<file path="config.mk">
export PLATFORM = sky130hd
export DESIGN_NAME = axi_mux
export DESIGN_NICKNAME = d
export VERILOG_FILES = /design/src/hw/axi_mux_pkg.sv /design/src/hw/rr_arbiter.sv /design/src/hw/aw_issue_ctrl.sv /design/src/hw/w_route_fifo.sv /design/src/hw/w_steer.sv /design/src/hw/resp_router.sv /design/src/hw/axi_mux.sv
export SDC_FILE = /design/constraint.sdc
export NUM_CORES = 1
export LEC_CHECK = 0
export ABC_CLOCK_PERIOD_IN_PS = 3200
export BUFFER_PORTS_ARGS = -buffer_cell sky130_fd_sc_hd__buf_2
export CAP_MARGIN = 20
export CELL_PAD_IN_SITES_DETAIL_PLACEMENT = 1
export CELL_PAD_IN_SITES_GLOBAL_PLACEMENT = 1
export CORE_AREA = 2 2 359 361
export DETAILED_ROUTE_END_ITERATION = 7
export DIE_AREA = 0 0 361 363
export GPL_ROUTABILITY_DRIVEN = 0
export PLACE_DENSITY = 0.33
export SYNTH_ARGS = -nofsm -noshare
export SYNTH_HDL_FRONTEND = slang
export SYNTH_SLANG_ARGS = --single-unit
</file>
<file path="constraint.sdc">
create_clock -name clk_i -period 3.2 [get_ports clk_i]
set_input_delay 0 -clock clk_i [delete_from_list [all_inputs] [get_ports clk_i]]
set_output_delay 0 -clock clk_i [all_outputs]
set_load 0.05 [all_outputs]
</file>
<file path="src/hw/axi_mux_pkg.sv">
// --------------------
// Widths and vector types shared by the AXI4 multiplexer
// Manager-side IDs are SlvIdWidth bits wide
// The subordinate side adds clog2(NumPorts) bits above them
// Only id, addr, len, data, strb, last and resp are carried
// --------------------
package axi_mux_pkg;

  // Field widths
  parameter int unsigned SlvIdWidth = 4;
  parameter int unsigned AddrWidth  = 32;
  parameter int unsigned DataWidth  = 32;
  parameter int unsigned StrbWidth  = DataWidth / 8;
  parameter int unsigned LenWidth   = 8;
  parameter int unsigned RespWidth  = 2;

  // --------------------
  // Channel field types
  // --------------------

  // ID as seen at a manager port
  typedef logic [SlvIdWidth-1:0] slv_id_t;

  typedef logic [AddrWidth-1:0] addr_t;

  // One data beat and its byte strobes
  typedef logic [DataWidth-1:0] data_t;
  typedef logic [StrbWidth-1:0] strb_t;

  // Number of beats minus one
  typedef logic [LenWidth-1:0] len_t;

  typedef logic [RespWidth-1:0] resp_t;

endpackage

</file>
<file path="src/hw/rr_arbiter.sv">
// --------------------
// Round-robin arbiter for AW or AR requests
// A grant that is valid but not accepted stays locked
// Requesters must hold valid and payload until accepted
// --------------------
module rr_arbiter import axi_mux_pkg::*; #(
  parameter int unsigned  NumPorts   = 4,
  localparam int unsigned IdxWidth   = $clog2(NumPorts),
  localparam int unsigned MstIdWidth = SlvIdWidth + IdxWidth
) (
  input  logic                    clk_i,
  input  logic                    rst_ni,
  input  logic [NumPorts-1:0]     req_valid_i,
  input  slv_id_t [NumPorts-1:0]  req_id_i,
  input  addr_t [NumPorts-1:0]    req_addr_i,
  input  len_t [NumPorts-1:0]     req_len_i,
  input  logic                    gnt_ready_i,
  output logic [NumPorts-1:0]     req_ready_o,
  output logic                    gnt_valid_o,
  output logic [MstIdWidth-1:0]   gnt_id_o,
  output addr_t                   gnt_addr_o,
  output len_t                    gnt_len_o
);

  typedef logic [IdxWidth-1:0] idx_t;

  idx_t rr_q;
  idx_t lock_idx_q;
  logic lock_q;
  idx_t rr_idx;
  idx_t sel_idx;
  logic rr_found;
  logic xfer;

  // --------------------
  // Selection
  // --------------------

  // First requesting port at or after the priority pointer
  always_comb begin
    int unsigned cand;
    rr_found = 1'b0;
    rr_idx   = rr_q;
    for (int unsigned k = 0; k < NumPorts; k++) begin
      cand = (rr_q + k) % NumPorts;
      if (!rr_found && req_valid_i[cand]) begin
        rr_found = 1'b1;
        rr_idx   = idx_t'(cand);
      end
    end
  end

  // A pending grant keeps its port
  assign sel_idx = lock_q ? lock_idx_q : rr_idx;

  // If nothing was found rr_idx points at an idle port
  assign gnt_valid_o = req_valid_i[sel_idx];
  assign xfer        = gnt_valid_o & gnt_ready_i;

  always_comb begin
    req_ready_o          = '0;
    req_ready_o[sel_idx] = gnt_ready_i;
  end

  // Port index goes above the manager ID
  assign gnt_id_o   = {sel_idx, req_id_i[sel_idx]};
  assign gnt_addr_o = req_addr_i[sel_idx];
  assign gnt_len_o  = req_len_i[sel_idx];

  // --------------------
  // Pointer and lock
  // --------------------
  always_ff @(posedge clk_i or negedge rst_ni) begin
    if (!rst_ni) begin
      rr_q       <= '0;
      lock_q     <= 1'b0;
      lock_idx_q <= '0;
    end else if (xfer) begin
      lock_q <= 1'b0;
      // Move priority past the port just served
      rr_q   <= (sel_idx == idx_t'(NumPorts - 1)) ? '0 : sel_idx + 1'b1;
    end else if (gnt_valid_o) begin
      lock_q     <= 1'b1;
      lock_idx_q <= sel_idx;
    end
  end

endmodule

</file>
<file path="src/hw/aw_issue_ctrl.sv">
// --------------------
// Issue control for the arbitrated AW
// The route is pushed once, in the first cycle of valid
// AW valid is never a function of the W channel
// --------------------
module aw_issue_ctrl (
  input  logic clk_i,
  input  logic rst_ni,
  input  logic arb_valid_i,
  input  logic route_full_i,
  input  logic mst_aw_ready_i,
  output logic arb_ready_o,
  output logic mst_aw_valid_o,
  output logic route_push_o
);

  typedef enum logic {
    AwIdle,
    AwHold
  } aw_state_e;

  aw_state_e state_q;
  aw_state_e state_d;

  always_comb begin
    state_d        = state_q;
    arb_ready_o    = 1'b0;
    mst_aw_valid_o = 1'b0;
    route_push_o   = 1'b0;
    unique case (state_q)
      AwIdle: begin
        // New AW only when the route FIFO has space for it
        if (arb_valid_i && !route_full_i) begin
          mst_aw_valid_o = 1'b1;
          route_push_o   = 1'b1;
          if (mst_aw_ready_i) begin
            arb_ready_o = 1'b1;
          end else begin
            state_d = AwHold;
          end
        end
      end
      AwHold: begin
        // Route already pushed, just wait for the subordinate
        mst_aw_valid_o = 1'b1;
        if (mst_aw_ready_i) begin
          arb_ready_o = 1'b1;
          state_d     = AwIdle;
        end
      end
      default: begin
        state_d = AwIdle;
      end
    endcase
  end

  always_ff @(posedge clk_i or negedge rst_ni) begin
    if (!rst_ni) begin
      state_q <= AwIdle;
    end else begin
      state_q <= state_d;
    end
  end

endmodule

</file>
<file path="src/hw/w_route_fifo.sv">
// --------------------
// FIFO of port indices for write bursts still owed on W
// Holds up to MaxWTrans entries, a push is readable next cycle
// Push while full and pop while empty are ignored
// --------------------
module w_route_fifo #(
  parameter int unsigned  NumPorts  = 4,
  parameter int unsigned  MaxWTrans = 4,
  localparam int unsigned IdxWidth  = $clog2(NumPorts),
  localparam int unsigned PtrWidth  = (MaxWTrans > 1) ? $clog2(MaxWTrans) : 1,
  localparam int unsigned CntWidth  = $clog2(MaxWTrans + 1)
) (
  input  logic                clk_i,
  input  logic                rst_ni,
  input  logic                push_i,
  input  logic [IdxWidth-1:0] push_idx_i,
  input  logic                pop_i,
  output logic [IdxWidth-1:0] head_idx_o,
  output logic                full_o,
  output logic                empty_o
);

  logic [IdxWidth-1:0] mem_q [MaxWTrans];
  logic [PtrWidth-1:0] wr_ptr_q;
  logic [PtrWidth-1:0] rd_ptr_q;
  logic [CntWidth-1:0] cnt_q;
  logic                push_ok;
  logic                pop_ok;

  assign full_o     = (cnt_q == CntWidth'(MaxWTrans));
  assign empty_o    = (cnt_q == '0);
  assign push_ok    = push_i & ~full_o;
  assign pop_ok     = pop_i & ~empty_o;
  assign head_idx_o = mem_q[rd_ptr_q];

  // Storage
  always_ff @(posedge clk_i) begin
    if (push_ok) begin
      mem_q[wr_ptr_q] <= push_idx_i;
    end
  end

  // --------------------
  // Pointers and count
  // --------------------
  always_ff @(posedge clk_i or negedge rst_ni) begin
    if (!rst_ni) begin
      wr_ptr_q <= '0;
      rd_ptr_q <= '0;
      cnt_q    <= '0;
    end else begin
      if (push_ok) begin
        wr_ptr_q <= (wr_ptr_q == PtrWidth'(MaxWTrans - 1)) ? '0 : wr_ptr_q + 1'b1;
      end
      if (pop_ok) begin
        rd_ptr_q <= (rd_ptr_q == PtrWidth'(MaxWTrans - 1)) ? '0 : rd_ptr_q + 1'b1;
      end
      // Count unchanged when both happen
      if (push_ok && !pop_ok) begin
        cnt_q <= cnt_q + 1'b1;
      end else if (pop_ok && !push_ok) begin
        cnt_q <= cnt_q - 1'b1;
      end
    end
  end

endmodule

</file>
<file path="src/hw/w_steer.sv">
// --------------------
// W channel steering from the port at the route FIFO head
// Without a route no W beat passes, whatever the ports offer
// --------------------
module w_steer import axi_mux_pkg::*; #(
  parameter int unsigned  NumPorts = 4,
  localparam int unsigned IdxWidth = $clog2(NumPorts)
) (
  input  logic                  route_empty_i,
  input  logic [IdxWidth-1:0]   route_idx_i,
  input  logic [NumPorts-1:0]   slv_w_valid_i,
  input  data_t [NumPorts-1:0]  slv_w_data_i,
  input  strb_t [NumPorts-1:0]  slv_w_strb_i,
  input  logic [NumPorts-1:0]   slv_w_last_i,
  input  logic                  mst_w_ready_i,
  output logic [NumPorts-1:0]   slv_w_ready_o,
  output logic                  mst_w_valid_o,
  output data_t                 mst_w_data_o,
  output strb_t                 mst_w_strb_o,
  output logic                  mst_w_last_o,
  output logic                  route_pop_o
);

  // Payload follows the head index, valid is gated
  assign mst_w_data_o  = slv_w_data_i[route_idx_i];
  assign mst_w_strb_o  = slv_w_strb_i[route_idx_i];
  assign mst_w_last_o  = slv_w_last_i[route_idx_i];
  assign mst_w_valid_o = ~route_empty_i & slv_w_valid_i[route_idx_i];

  // Ready goes back to the owning port only
  always_comb begin
    slv_w_ready_o = '0;
    if (!route_empty_i) begin
      slv_w_ready_o[route_idx_i] = mst_w_ready_i;
    end
  end

  // Burst done, release its route entry
  assign route_pop_o = mst_w_valid_o & mst_w_ready_i & mst_w_last_o;

endmodule

</file>
<file path="src/hw/resp_router.sv">
// --------------------
// Routes a B or R response to the port in the upper ID bits
// IDs with an index beyond NumPorts are not expected
// --------------------
module resp_router import axi_mux_pkg::*; #(
  parameter int unsigned  NumPorts     = 4,
  parameter int unsigned  PayloadWidth = RespWidth,
  localparam int unsigned IdxWidth     = $clog2(NumPorts),
  localparam int unsigned MstIdWidth   = SlvIdWidth + IdxWidth
) (
  input  logic                                  mst_valid_i,
  input  logic [MstIdWidth-1:0]                 mst_id_i,
  input  logic [PayloadWidth-1:0]               mst_payload_i,
  input  logic [NumPorts-1:0]                   slv_ready_i,
  output logic                                  mst_ready_o,
  output logic [NumPorts-1:0]                   slv_valid_o,
  output slv_id_t [NumPorts-1:0]                slv_id_o,
  output logic [NumPorts-1:0][PayloadWidth-1:0] slv_payload_o
);

  logic [IdxWidth-1:0] dst_idx;

  // Destination port sits above the manager ID
  assign dst_idx = mst_id_i[SlvIdWidth +: IdxWidth];

  always_comb begin
    slv_valid_o          = '0;
    slv_valid_o[dst_idx] = mst_valid_i;
  end

  assign mst_ready_o = slv_ready_i[dst_idx];

  // Every port sees the same stripped ID and payload
  assign slv_id_o      = {NumPorts{mst_id_i[SlvIdWidth-1:0]}};
  assign slv_payload_o = {NumPorts{mst_payload_i}};

endmodule

</file>
<file path="src/hw/axi_mux.sv">
// --------------------
// AXI4 multiplexer, NumPorts manager ports onto one subordinate
// Subordinate IDs are clog2(NumPorts) bits wider than manager IDs
// Responses return by those bits, NumPorts must be at least 2
// At most MaxWTrans AW bursts may wait for their W data
// --------------------
module axi_mux import axi_mux_pkg::*; #(
  parameter int unsigned  NumPorts      = 4,
  parameter int unsigned  MaxWTrans     = 4,
  localparam int unsigned IdxWidth      = $clog2(NumPorts),
  localparam int unsigned MstIdWidth    = SlvIdWidth + IdxWidth,
  localparam int unsigned RPayloadWidth = RespWidth + DataWidth + 1
) (
  input  logic                  clk_i,
  input  logic                  rst_ni,
  // Manager ports
  input  logic [NumPorts-1:0]   slv_aw_valid_i,
  input  slv_id_t [NumPorts-1:0] slv_aw_id_i,
  input  addr_t [NumPorts-1:0]  slv_aw_addr_i,
  input  len_t [NumPorts-1:0]   slv_aw_len_i,
  output logic [NumPorts-1:0]   slv_aw_ready_o,
  input  logic [NumPorts-1:0]   slv_w_valid_i,
  input  data_t [NumPorts-1:0]  slv_w_data_i,
  input  strb_t [NumPorts-1:0]  slv_w_strb_i,
  input  logic [NumPorts-1:0]   slv_w_last_i,
  output logic [NumPorts-1:0]   slv_w_ready_o,
  output logic [NumPorts-1:0]   slv_b_valid_o,
  output slv_id_t [NumPorts-1:0] slv_b_id_o,
  output resp_t [NumPorts-1:0]  slv_b_resp_o,
  input  logic [NumPorts-1:0]   slv_b_ready_i,
  input  logic [NumPorts-1:0]   slv_ar_valid_i,
  input  slv_id_t [NumPorts-1:0] slv_ar_id_i,
  input  addr_t [NumPorts-1:0]  slv_ar_addr_i,
  input  len_t [NumPorts-1:0]   slv_ar_len_i,
  output logic [NumPorts-1:0]   slv_ar_ready_o,
  output logic [NumPorts-1:0]   slv_r_valid_o,
  output slv_id_t [NumPorts-1:0] slv_r_id_o,
  output data_t [NumPorts-1:0]  slv_r_data_o,
  output resp_t [NumPorts-1:0]  slv_r_resp_o,
  output logic [NumPorts-1:0]   slv_r_last_o,
  input  logic [NumPorts-1:0]   slv_r_ready_i,
  // Subordinate port
  output logic                  mst_aw_valid_o,
  output logic [MstIdWidth-1:0] mst_aw_id_o,
  output addr_t                 mst_aw_addr_o,
  output len_t                  mst_aw_len_o,
  input  logic                  mst_aw_ready_i,
  output logic                  mst_w_valid_o,
  output data_t                 mst_w_data_o,
  output strb_t                 mst_w_strb_o,
  output logic                  mst_w_last_o,
  input  logic                  mst_w_ready_i,
  input  logic                  mst_b_valid_i,
  input  logic [MstIdWidth-1:0] mst_b_id_i,
  input  resp_t                 mst_b_resp_i,
  output logic                  mst_b_ready_o,
  output logic                  mst_ar_valid_o,
  output logic [MstIdWidth-1:0] mst_ar_id_o,
  output addr_t                 mst_ar_addr_o,
  output len_t                  mst_ar_len_o,
  input  logic                  mst_ar_ready_i,
  input  logic                  mst_r_valid_i,
  input  logic [MstIdWidth-1:0] mst_r_id_i,
  input  data_t                 mst_r_data_i,
  input  resp_t                 mst_r_resp_i,
  input  logic                  mst_r_last_i,
  output logic                  mst_r_ready_o
);

  logic                                   aw_arb_valid;
  logic                                   aw_arb_ready;
  logic                                   route_push;
  logic                                   route_pop;
  logic                                   route_full;
  logic                                   route_empty;
  logic [IdxWidth-1:0]                    route_head;
  logic [NumPorts-1:0][RPayloadWidth-1:0] r_payload;

  // --------------------
  // AW and W
  // --------------------
  rr_arbiter #(.NumPorts(NumPorts)) u_aw_arb (
    .clk_i       (clk_i),
    .rst_ni      (rst_ni),
    .req_valid_i (slv_aw_valid_i),
    .req_id_i    (slv_aw_id_i),
    .req_addr_i  (slv_aw_addr_i),
    .req_len_i   (slv_aw_len_i),
    .gnt_ready_i (aw_arb_ready),
    .req_ready_o (slv_aw_ready_o),
    .gnt_valid_o (aw_arb_valid),
    .gnt_id_o    (mst_aw_id_o),
    .gnt_addr_o  (mst_aw_addr_o),
    .gnt_len_o   (mst_aw_len_o)
  );

  aw_issue_ctrl u_aw_issue_ctrl (
    .clk_i          (clk_i),
    .rst_ni         (rst_ni),
    .arb_valid_i    (aw_arb_valid),
    .route_full_i   (route_full),
    .mst_aw_ready_i (mst_aw_ready_i),
    .arb_ready_o    (aw_arb_ready),
    .mst_aw_valid_o (mst_aw_valid_o),
    .route_push_o   (route_push)
  );

  // Route entry is the port index carried in the AW ID
  w_route_fifo #(.NumPorts(NumPorts), .MaxWTrans(MaxWTrans)) u_w_route_fifo (
    .clk_i      (clk_i),
    .rst_ni     (rst_ni),
    .push_i     (route_push),
    .push_idx_i (mst_aw_id_o[SlvIdWidth +: IdxWidth]),
    .pop_i      (route_pop),
    .head_idx_o (route_head),
    .full_o     (route_full),
    .empty_o    (route_empty)
  );

  w_steer #(.NumPorts(NumPorts)) u_w_steer (
    .route_empty_i (route_empty),
    .route_idx_i   (route_head),
    .slv_w_valid_i (slv_w_valid_i),
    .slv_w_data_i  (slv_w_data_i),
    .slv_w_strb_i  (slv_w_strb_i),
    .slv_w_last_i  (slv_w_last_i),
    .mst_w_ready_i (mst_w_ready_i),
    .slv_w_ready_o (slv_w_ready_o),
    .mst_w_valid_o (mst_w_valid_o),
    .mst_w_data_o  (mst_w_data_o),
    .mst_w_strb_o  (mst_w_strb_o),
    .mst_w_last_o  (mst_w_last_o),
    .route_pop_o   (route_pop)
  );

  // --------------------
  // AR
  // --------------------
  rr_arbiter #(.NumPorts(NumPorts)) u_ar_arb (
    .clk_i       (clk_i),
    .rst_ni      (rst_ni),
    .req_valid_i (slv_ar_valid_i),
    .req_id_i    (slv_ar_id_i),
    .req_addr_i  (slv_ar_addr_i),
    .req_len_i   (slv_ar_len_i),
    .gnt_ready_i (mst_ar_ready_i),
    .req_ready_o (slv_ar_ready_o),
    .gnt_valid_o (mst_ar_valid_o),
    .gnt_id_o    (mst_ar_id_o),
    .gnt_addr_o  (mst_ar_addr_o),
    .gnt_len_o   (mst_ar_len_o)
  );

  // --------------------
  // B and R
  // --------------------
  resp_router #(.NumPorts(NumPorts), .PayloadWidth(RespWidth)) u_b_router (
    .mst_valid_i   (mst_b_valid_i),
    .mst_id_i      (mst_b_id_i),
    .mst_payload_i (mst_b_resp_i),
    .slv_ready_i   (slv_b_ready_i),
    .mst_ready_o   (mst_b_ready_o),
    .slv_valid_o   (slv_b_valid_o),
    .slv_id_o      (slv_b_id_o),
    .slv_payload_o (slv_b_resp_o)
  );

  resp_router #(.NumPorts(NumPorts), .PayloadWidth(RPayloadWidth)) u_r_router (
    .mst_valid_i   (mst_r_valid_i),
    .mst_id_i      (mst_r_id_i),
    .mst_payload_i ({mst_r_resp_i, mst_r_data_i, mst_r_last_i}),
    .slv_ready_i   (slv_r_ready_i),
    .mst_ready_o   (mst_r_ready_o),
    .slv_valid_o   (slv_r_valid_o),
    .slv_id_o      (slv_r_id_o),
    .slv_payload_o (r_payload)
  );

  // Split the R payload back into its fields
  for (genvar i = 0; i < NumPorts; i++) begin : gen_r_split
    assign slv_r_resp_o[i] = r_payload[i][DataWidth+1 +: RespWidth];
    assign slv_r_data_o[i] = r_payload[i][1 +: DataWidth];
    assign slv_r_last_o[i] = r_payload[i][0];
  end

endmodule

</file>
=== Yosys cells after proc, flatten, opt, wreduce, memory -nomap -nowiden ===
Memories as Yosys holds them, arrays and structs flattened.
Cells that the tools add are included.

* Bits of input ports: 576
* RAM bits: 8
* Bits in registers: 18
* Output and inout port bits: 334
* Word-level logic and storage cells: 182
* Memories kept: 1

{| class="wikitable"
|+ Memory list
! name !! depth !! width !! read ports !! clocked after memory_dff !! wr ports !! RTL line !! source
|-
| u_w_route_fifo.mem_q || 4 || 2 || 1 || 0 || 1 || w_route_fifo.sv:23 || <nowiki>logic [IdxWidth-1:0] mem_q [MaxWTrans];</nowiki>
|}

* Bitwise operators: 17
* Add/subtract/negate cells: 12
* Order comparisons: 18
* Muxes and demuxes: 90
* Equality and inequality tests: 5
* Reductions and logical operators: 29

{| class="wikitable"
|+ Operator list
! operator !! count
|-
| 32-bit binary-select mux with 2-bit select || 3
|-
| 32-bit two-way mux || 3
|-
| 2-bit by 3-bit less-than comparator with 1-bit output (second input constant) || 13
|-
| 1-bit two-way mux || 37
|-
| 8-bit binary-select mux with 2-bit select || 2
|-
| 1-bit binary-select mux with 2-bit select || 14
|-
| 4-bit binary-select mux with 2-bit select || 3
|-
| 2-bit two-way mux || 12
|-
| 4-bit bitwise AND || 5
|-
| 4-bit two-way mux || 4
|-
| 8-bit two-way mux || 2
|-
| 1-bit logical AND || 14
|-
| 2-bit by 1-bit adder with 2-bit output (second input constant) || 6
|-
| 1-bit demux with 2-bit select || 5
|-
| 2-bit by 1-bit >= comparator with 1-bit output (second input constant) || 5
|-
| 1-bit logical NOT || 9
|-
| 2-bit adder (second input constant) || 4
|-
| 2-bit == test (second input constant) || 4
|-
| 1-bit bitwise AND || 7
|-
| 3-bit two-way mux || 2
|-
| 1-bit case mux with 2 select lines || 3
|-
| 2-bit nonzero test || 3
|-
| 1-bit NOT || 5
|-
| 2-bit AND reduction || 2
|-
| 4 further kinds || 4
|}

=== Logic depth before layout (Yosys ltp) ===
* Depth after elaboration: 23
* Depth in mapped cells: 13
* Mapped depth without buffers: 13

=== By module ===
A second synthesis with hierarchy kept.

* Cells, all modules: 694
* Area total of the unflattened synthesis: 7073.0 um2

{| class="wikitable"
|+ By module, submodules not included
! module !! sequential area each (um2) !! instances !! cells an instance !! area each (um2)
|-
| rr_arbiter at u_ar_arb || 125.1 || 1 || 198 || 1910.6
|-
| rr_arbiter at u_aw_arb || 125.1 || 1 || 197 || 1888.1
|-
| resp_router at u_r_router || 0.0 || 1 || 161 || 1228.7
|-
| w_steer || 0.0 || 1 || 55 || 982.2
|-
| w_route_fifo || 415.4 || 1 || 47 || 755.7
|-
| resp_router at u_b_router || 0.0 || 1 || 29 || 237.7
|-
| aw_issue_ctrl || 25.0 || 1 || 7 || 70.1
|}

=== Least setup slack after synthesis ===
No wires, ideal clock.

* Path type: register to register
* Start: reg u_w_route_fifo.rd_ptr_q[0]
* End: reg u_w_route_fifo.cnt_q[2]
* Setup slack: 0.230 ns
* Arrival time: 2.890 ns
* Cell stages (with the launch flop): 11
* Path through: dfrtp_1 > mux4_2 > buf_2 > mux4_2 > nand3_2 > ha_1 > inv_1 > fa_1 > xor2_1 > nor2_1 > xor2_1

{| class="wikitable"
|+ RTL lines
! what !! RTL line !! source
|-
| from (decl) || w_route_fifo.sv:25 || <nowiki>logic [PtrWidth-1:0] rd_ptr_q;</nowiki>
|-
| from (signal assigned) || w_route_fifo.sv:56 || <nowiki>rd_ptr_q <= (rd_ptr_q == PtrWidth'(MaxWTrans - 1)) ? '0 : rd_ptr_q + 1'b1;</nowiki>
|-
| memory read 4 x 2 bit * || -- ||
|-
| 1-bit binary-select mux with 2-bit select * || w_steer.sv:27 || <nowiki>assign mst_w_last_o = slv_w_last_i[route_idx_i];</nowiki>
|-
| 1-bit two-way mux (not written as such) * || w_steer.sv:27 ||
|-
| named net mst_w_last_o || axi_mux.sv:51 || <nowiki>output logic mst_w_last_o,</nowiki>
|-
| 1-bit bitwise AND * || w_steer.sv:39 || <nowiki>assign route_pop_o = mst_w_valid_o & mst_w_ready_i & mst_w_last_o;</nowiki>
|-
| 1-bit bitwise AND * || w_route_fifo.sv:33 || <nowiki>assign pop_ok = pop_i & ~empty_o;</nowiki>
|-
| 1-bit logical NOT || w_route_fifo.sv:59 || <nowiki>if (push_ok && !pop_ok) begin</nowiki>
|-
| 1-bit logical AND || w_route_fifo.sv:59 ||
|-
| 3-bit two-way mux / 2-bit nonzero test (equally long branches) || -- ||
|-
| to (signal assigned) || w_route_fifo.sv:60 || <nowiki>cnt_q <= cnt_q + 1'b1;</nowiki>
|-
| to (signal assigned) || w_route_fifo.sv:62 || <nowiki>cnt_q <= cnt_q - 1'b1;</nowiki>
|-
| to (decl) || w_route_fifo.sv:26 || <nowiki>logic [CntWidth-1:0] cnt_q;</nowiki>
|}

Mark *: on every way through the listed nets, which the timed path passes. The rest lies on a longest branch. The select of a mux whose other input is x is not followed.
A chain may end at the register's enable or synchronous reset.

=== Worst setup path in the final report ===
* Start: reg u_ar_arb.rr_q[1]
* End: out mst_ar_addr_o[11]

* Word-level cells in the longest chain between the ends: 15

{| class="wikitable"
|+ Ends and longest elaborated chain
! what !! RTL line !! source
|-
| from (decl) || rr_arbiter.sv:27 || <nowiki>idx_t rr_q;</nowiki>
|-
| from (signal assigned) || rr_arbiter.sv:81 || <nowiki>rr_q <= (sel_idx == idx_t'(NumPorts - 1)) ? '0 : sel_idx + 1'b1;</nowiki>
|-
| branches (longest 11 deep; another with 2-bit by 1-bit adder with 2-bit output) || -- ||
|-
| 2-bit two-way mux * || rr_arbiter.sv:46 || <nowiki>if (!rr_found && req_valid_i[cand]) begin</nowiki>
|-
| 2-bit two-way mux * || rr_arbiter.sv:54 || <nowiki>assign sel_idx = lock_q ? lock_idx_q : rr_idx;</nowiki>
|-
| 32-bit binary-select mux with 2-bit select * || rr_arbiter.sv:67 || <nowiki>assign gnt_addr_o = req_addr_i[sel_idx];</nowiki>
|-
| 32-bit two-way mux (not written as such) * || rr_arbiter.sv:67 ||
|-
| to (decl) || axi_mux.sv:59 || <nowiki>output addr_t mst_ar_addr_o,</nowiki>
|}

Every way passes the cells marked *. The select of a mux whose other input is x is not followed.

==> summary.md <==
| Metric | Value |
|---|---|
| Max layer used | `met5` |
| Post-Route Hold Slack | `0.0000129 ns` |
| Setup TNS Final | `0 ns` |
| Type of the worst setup path | `reg -> out` |
| CTS Sinks | `26` |
| Hold Path Origin | `mst_r_data_i[10]` |
| CTS tree | `yes` |
| Async S/R FF share, synth | `0.692` |
| DIE AREA | `131000 um^2` |
| Max VDD drop | `0.621 mV` |
| Post-Synthesis Cells | `1009` |
| Tightest Hold Check Type | `in -> out` |
| Clk buf depth | `2` |
| Total length of routed met3 wires | `5.56 mm` |
| Req. time, crit path | `3.20 ns` |
| Syn. warnings | `0` |
| Remaining design rule violation count | `0` |
| Most frequently used flop master after synthesis | `dfrtp_1` |
| Core box area | `127000 um^2` |
| Area growth, synth to finish | `61.5%` |
| Die H | `363 um` |
| Fill cells | `15500` |
| Initial antenna violation count | `21` |
| Startpoint of the worst setup timing path | `u_ar_arb.rr_q[1]$_DFFE_PN0P_` |
| GR Util All Layers | `0.0686` |
| Most area-hungry cell type in the Yosys netlist | `nand2_1` |
| CTS H-tree lvls | `1` |
| Final global-route overflow total | `0` |
| Die Span X | `361 um` |
| Achievable Freq | `334 MHz` |
| Source-to-sink clock delay at the later pin of the worst-skew pair | `0.30 ns` |
| Static leakage power | `0.00538 uW` |
| Post-route antenna net violation count | `0` |
| Post-Syn Nets | `1600` |
| Least-Margin Pin Slew | `0.712 ns` |
| Sequential cell area fraction in the yosys report | `0.0996` |
| Storage element area | `691 um^2` |
| Total area of multi-input combinational cells | `4500 um^2` |
| Tcrit/Tclk final | `0.934` |
| Core Rows | `131` |
| Vias per Instance | `2.84` |
| Number of vias after detailed routing | `8918` |
| Clock-pin slew of the registers on the worst-case setup and hold paths | `0.10 ns` |
| Largest cells by area after synthesis | `nand2_1, buf_4, mux4_2` |
| Half-perimeter wire length after detailed placement | `41.8 mm` |
| Critical path startpoint category | `flip-flop` |
| Number of placed I/O pins | `910` |
| Clock period minus final worst setup slack | `2.99 ns` |
| Largest net degree at the start of global routing | `98` |
| Share of cells above drive strength 1 | `0.526` |
| Routed metal-1 wire length | `18.3 mm` |
| Max FO, Critical Path | `25` |
| Initial core utilization | `0.0546` |
| Number of I/O port buffers | `684` |
| Total routed wirelength | `48.3 mm` |
| Fin. max-slew vios | `0` |
| Highest-count cells in the layout ignoring fill and taps | `buf_2, nand2_1, and3_1` |
| Number of enable-type register cells in the synthesized netlist | `8` |
| TritonCTS Buffers | `3` |
| First-pass GRT wire length | `66.5 mm` |
| Met2 Wirelength | `23.3 mm` |
| Relative slew slack | `0.525` |
| Worst clock skew | `0.0196 ns` |
| Synth Cell Area | `6930 um^2` |
| Number of different library cells in the post-synthesis netlist | `63` |
| Kind of end point of the critical path | `output port` |
| Cell area power density | `1440 nW/um^2` |
| Post-layout nets | `2066` |
| Final number of hold-violating endpoints | `0` |
| Synthesized area per cell | `6.87 um^2` |
| Proportion of netlist area held by the largest area contributor | `0.200` |
| Reg-to-reg startpoint | `u_aw_arb.rr_q[1]$_DFFE_PN0P_` |
| Routed length per placed instance | `15.4 um` |
| Most common cell after layout, fill and taps aside | `buf_2` |
| Data arrival at the endpoint of the critical path | `2.99 ns` |
| RSZ-0062 raised after global routing | `no` |
| Post-synthesis register bit count | `26` |
| Final setup vio count | `0` |
| DR iter-0 viols | `234` |
| Maximum Capacitance Violations | `0` |
| Cell chosen for the clock root | `clkbuf_16` |
| Number of global-route vias before repair | `9469` |
| Length of the first detailed-routing pass in iterations | `4` |
| Result of the run | `completed` |
path summary, 6_finish.rpt:
| path | to | slack, ns | cells past startpoint |
|---|---|---|---|
| max | mst_ar_addr_o[11] | 0.21 | 9 |
| max in group asynchronous | u_aw_arb.lock_q$_DFFE_PN0P_ | 2.48 | 2 |
| min | slv_r_data_o[10] | 0.00001 | 0 |
| min reg2reg | u_w_route_fifo.cnt_q[2]$_DFFE_PN0P_ | 0.54 | 1 |
| max reg2reg | u_w_route_fifo.cnt_q[2]$_DFFE_PN0P_ | 0.35 | 13 |
| min in group asynchronous | u_w_route_fifo.cnt_q[2]$_DFFE_PN0P_ | 0.30 | 2 |
cells by family (layout without fill, tap and decap cells):
group,count (synthesis),count (layout),synth area share
AOI/OAI and AO/OA,128,128,0.126
xor gates and xnor gates,3,3,0.00379
adders and majority gates,15,15,0.0282
buffers and inverters,267,732,0.258
DFF,26,26,0.0996
muxes,58,58,0.160
other,0,3,0
and+or+nand+nor,512,512,0.325
sequential cells by signal, indices dropped and copies added, names as in the netlist:
name / count
u_w_route_fifo.mem_q: 8
u_w_route_fifo.cnt_q: 3
u_ar_arb.lock_idx_q: 2
u_ar_arb.rr_q: 2
u_aw_arb.lock_idx_q: 2
u_aw_arb.rr_q: 2
u_w_route_fifo.rd_ptr_q: 2
u_w_route_fifo.wr_ptr_q: 2
u_ar_arb.lock_q: 1
u_aw_arb.lock_q: 1
u_aw_issue_ctrl.state_q: 1
per-stage QoR:
stage | instances | utilization | power, uW | setup slack (ns) | cell area (um^2)
floorplan | 1009 | - | 12500 | 0.230 | 6930
global placement | 3131 | 0.0870 | 16300 | 0.128 | 11100
detailed placement | 3131 | 0.0870 | 16100 | 0.127 | 11100
CTS | 3136 | 0.0879 | 16600 | 0.0864 | 11200
global route | 3136 | 0.0881 | 17400 | 0.0600 | 11200
finish | 3139 | 0.0881 | 16200 | 0.210 | 11200
report_power, final:
group / switching [uW] / internal [uW] / leakage [uW]
combinational: 10900 / 4120 / 0.00504
clock: 165 / 251 / 0.0000511
sequential: 165 / 532 / 0.000285
worst max-delay path: stages, from the launching register on:
cell and delay (ns):
dfrtp_1 0.49, or3_1 0.40, and4b_1 0.19, o31a_2 0.38, inv_6 0.20, buf_12 0.20
nand2_1 0.06, and3_1 0.17, a31oi_1 0.24, buf_2 0.33
layer usage:
layer / vias up / track usage
li1: 4206 / -
met3: 84 / 0.0289
met1: 4079 / 0.0774
met2: 533 / 0.120
met5: - / 0
met4: 16 / 0.0144
repair_timing:
action                     in CTS  in global routing
hold buffers                    1                  0
hold endpoints to repair       18                  0
resized for setup               1                  3
buffers inserted                0                  0
setup endpoints to repair       6                 10
synthesized netlist by cell type, types with 6 or more instances:
cell,count
mux2_1,7
buf_4,182
inv_1,15
buf_6,7
and3_1,91
dfrtp_1,18
ha_1,14
nor2_1,19
clkbuf_1,32
buf_2,20
mux2i_1,6
a31oi_1,91
mux4_2,41
nand2_1,369
edfxtp_1,8
final cells by class:
cell class	count	share of cell area
repair buffers	710	0.334
flip-flops and latches	26	0.0617
inverters	18	0.00659
well taps	1662	0.186
clock inverters	1	0.00268
multi-input cells	716	0.402
diodes	3	0.000671
clock buffers	3	0.00671
Note: power is estimated with default switching activity, not from simulation.
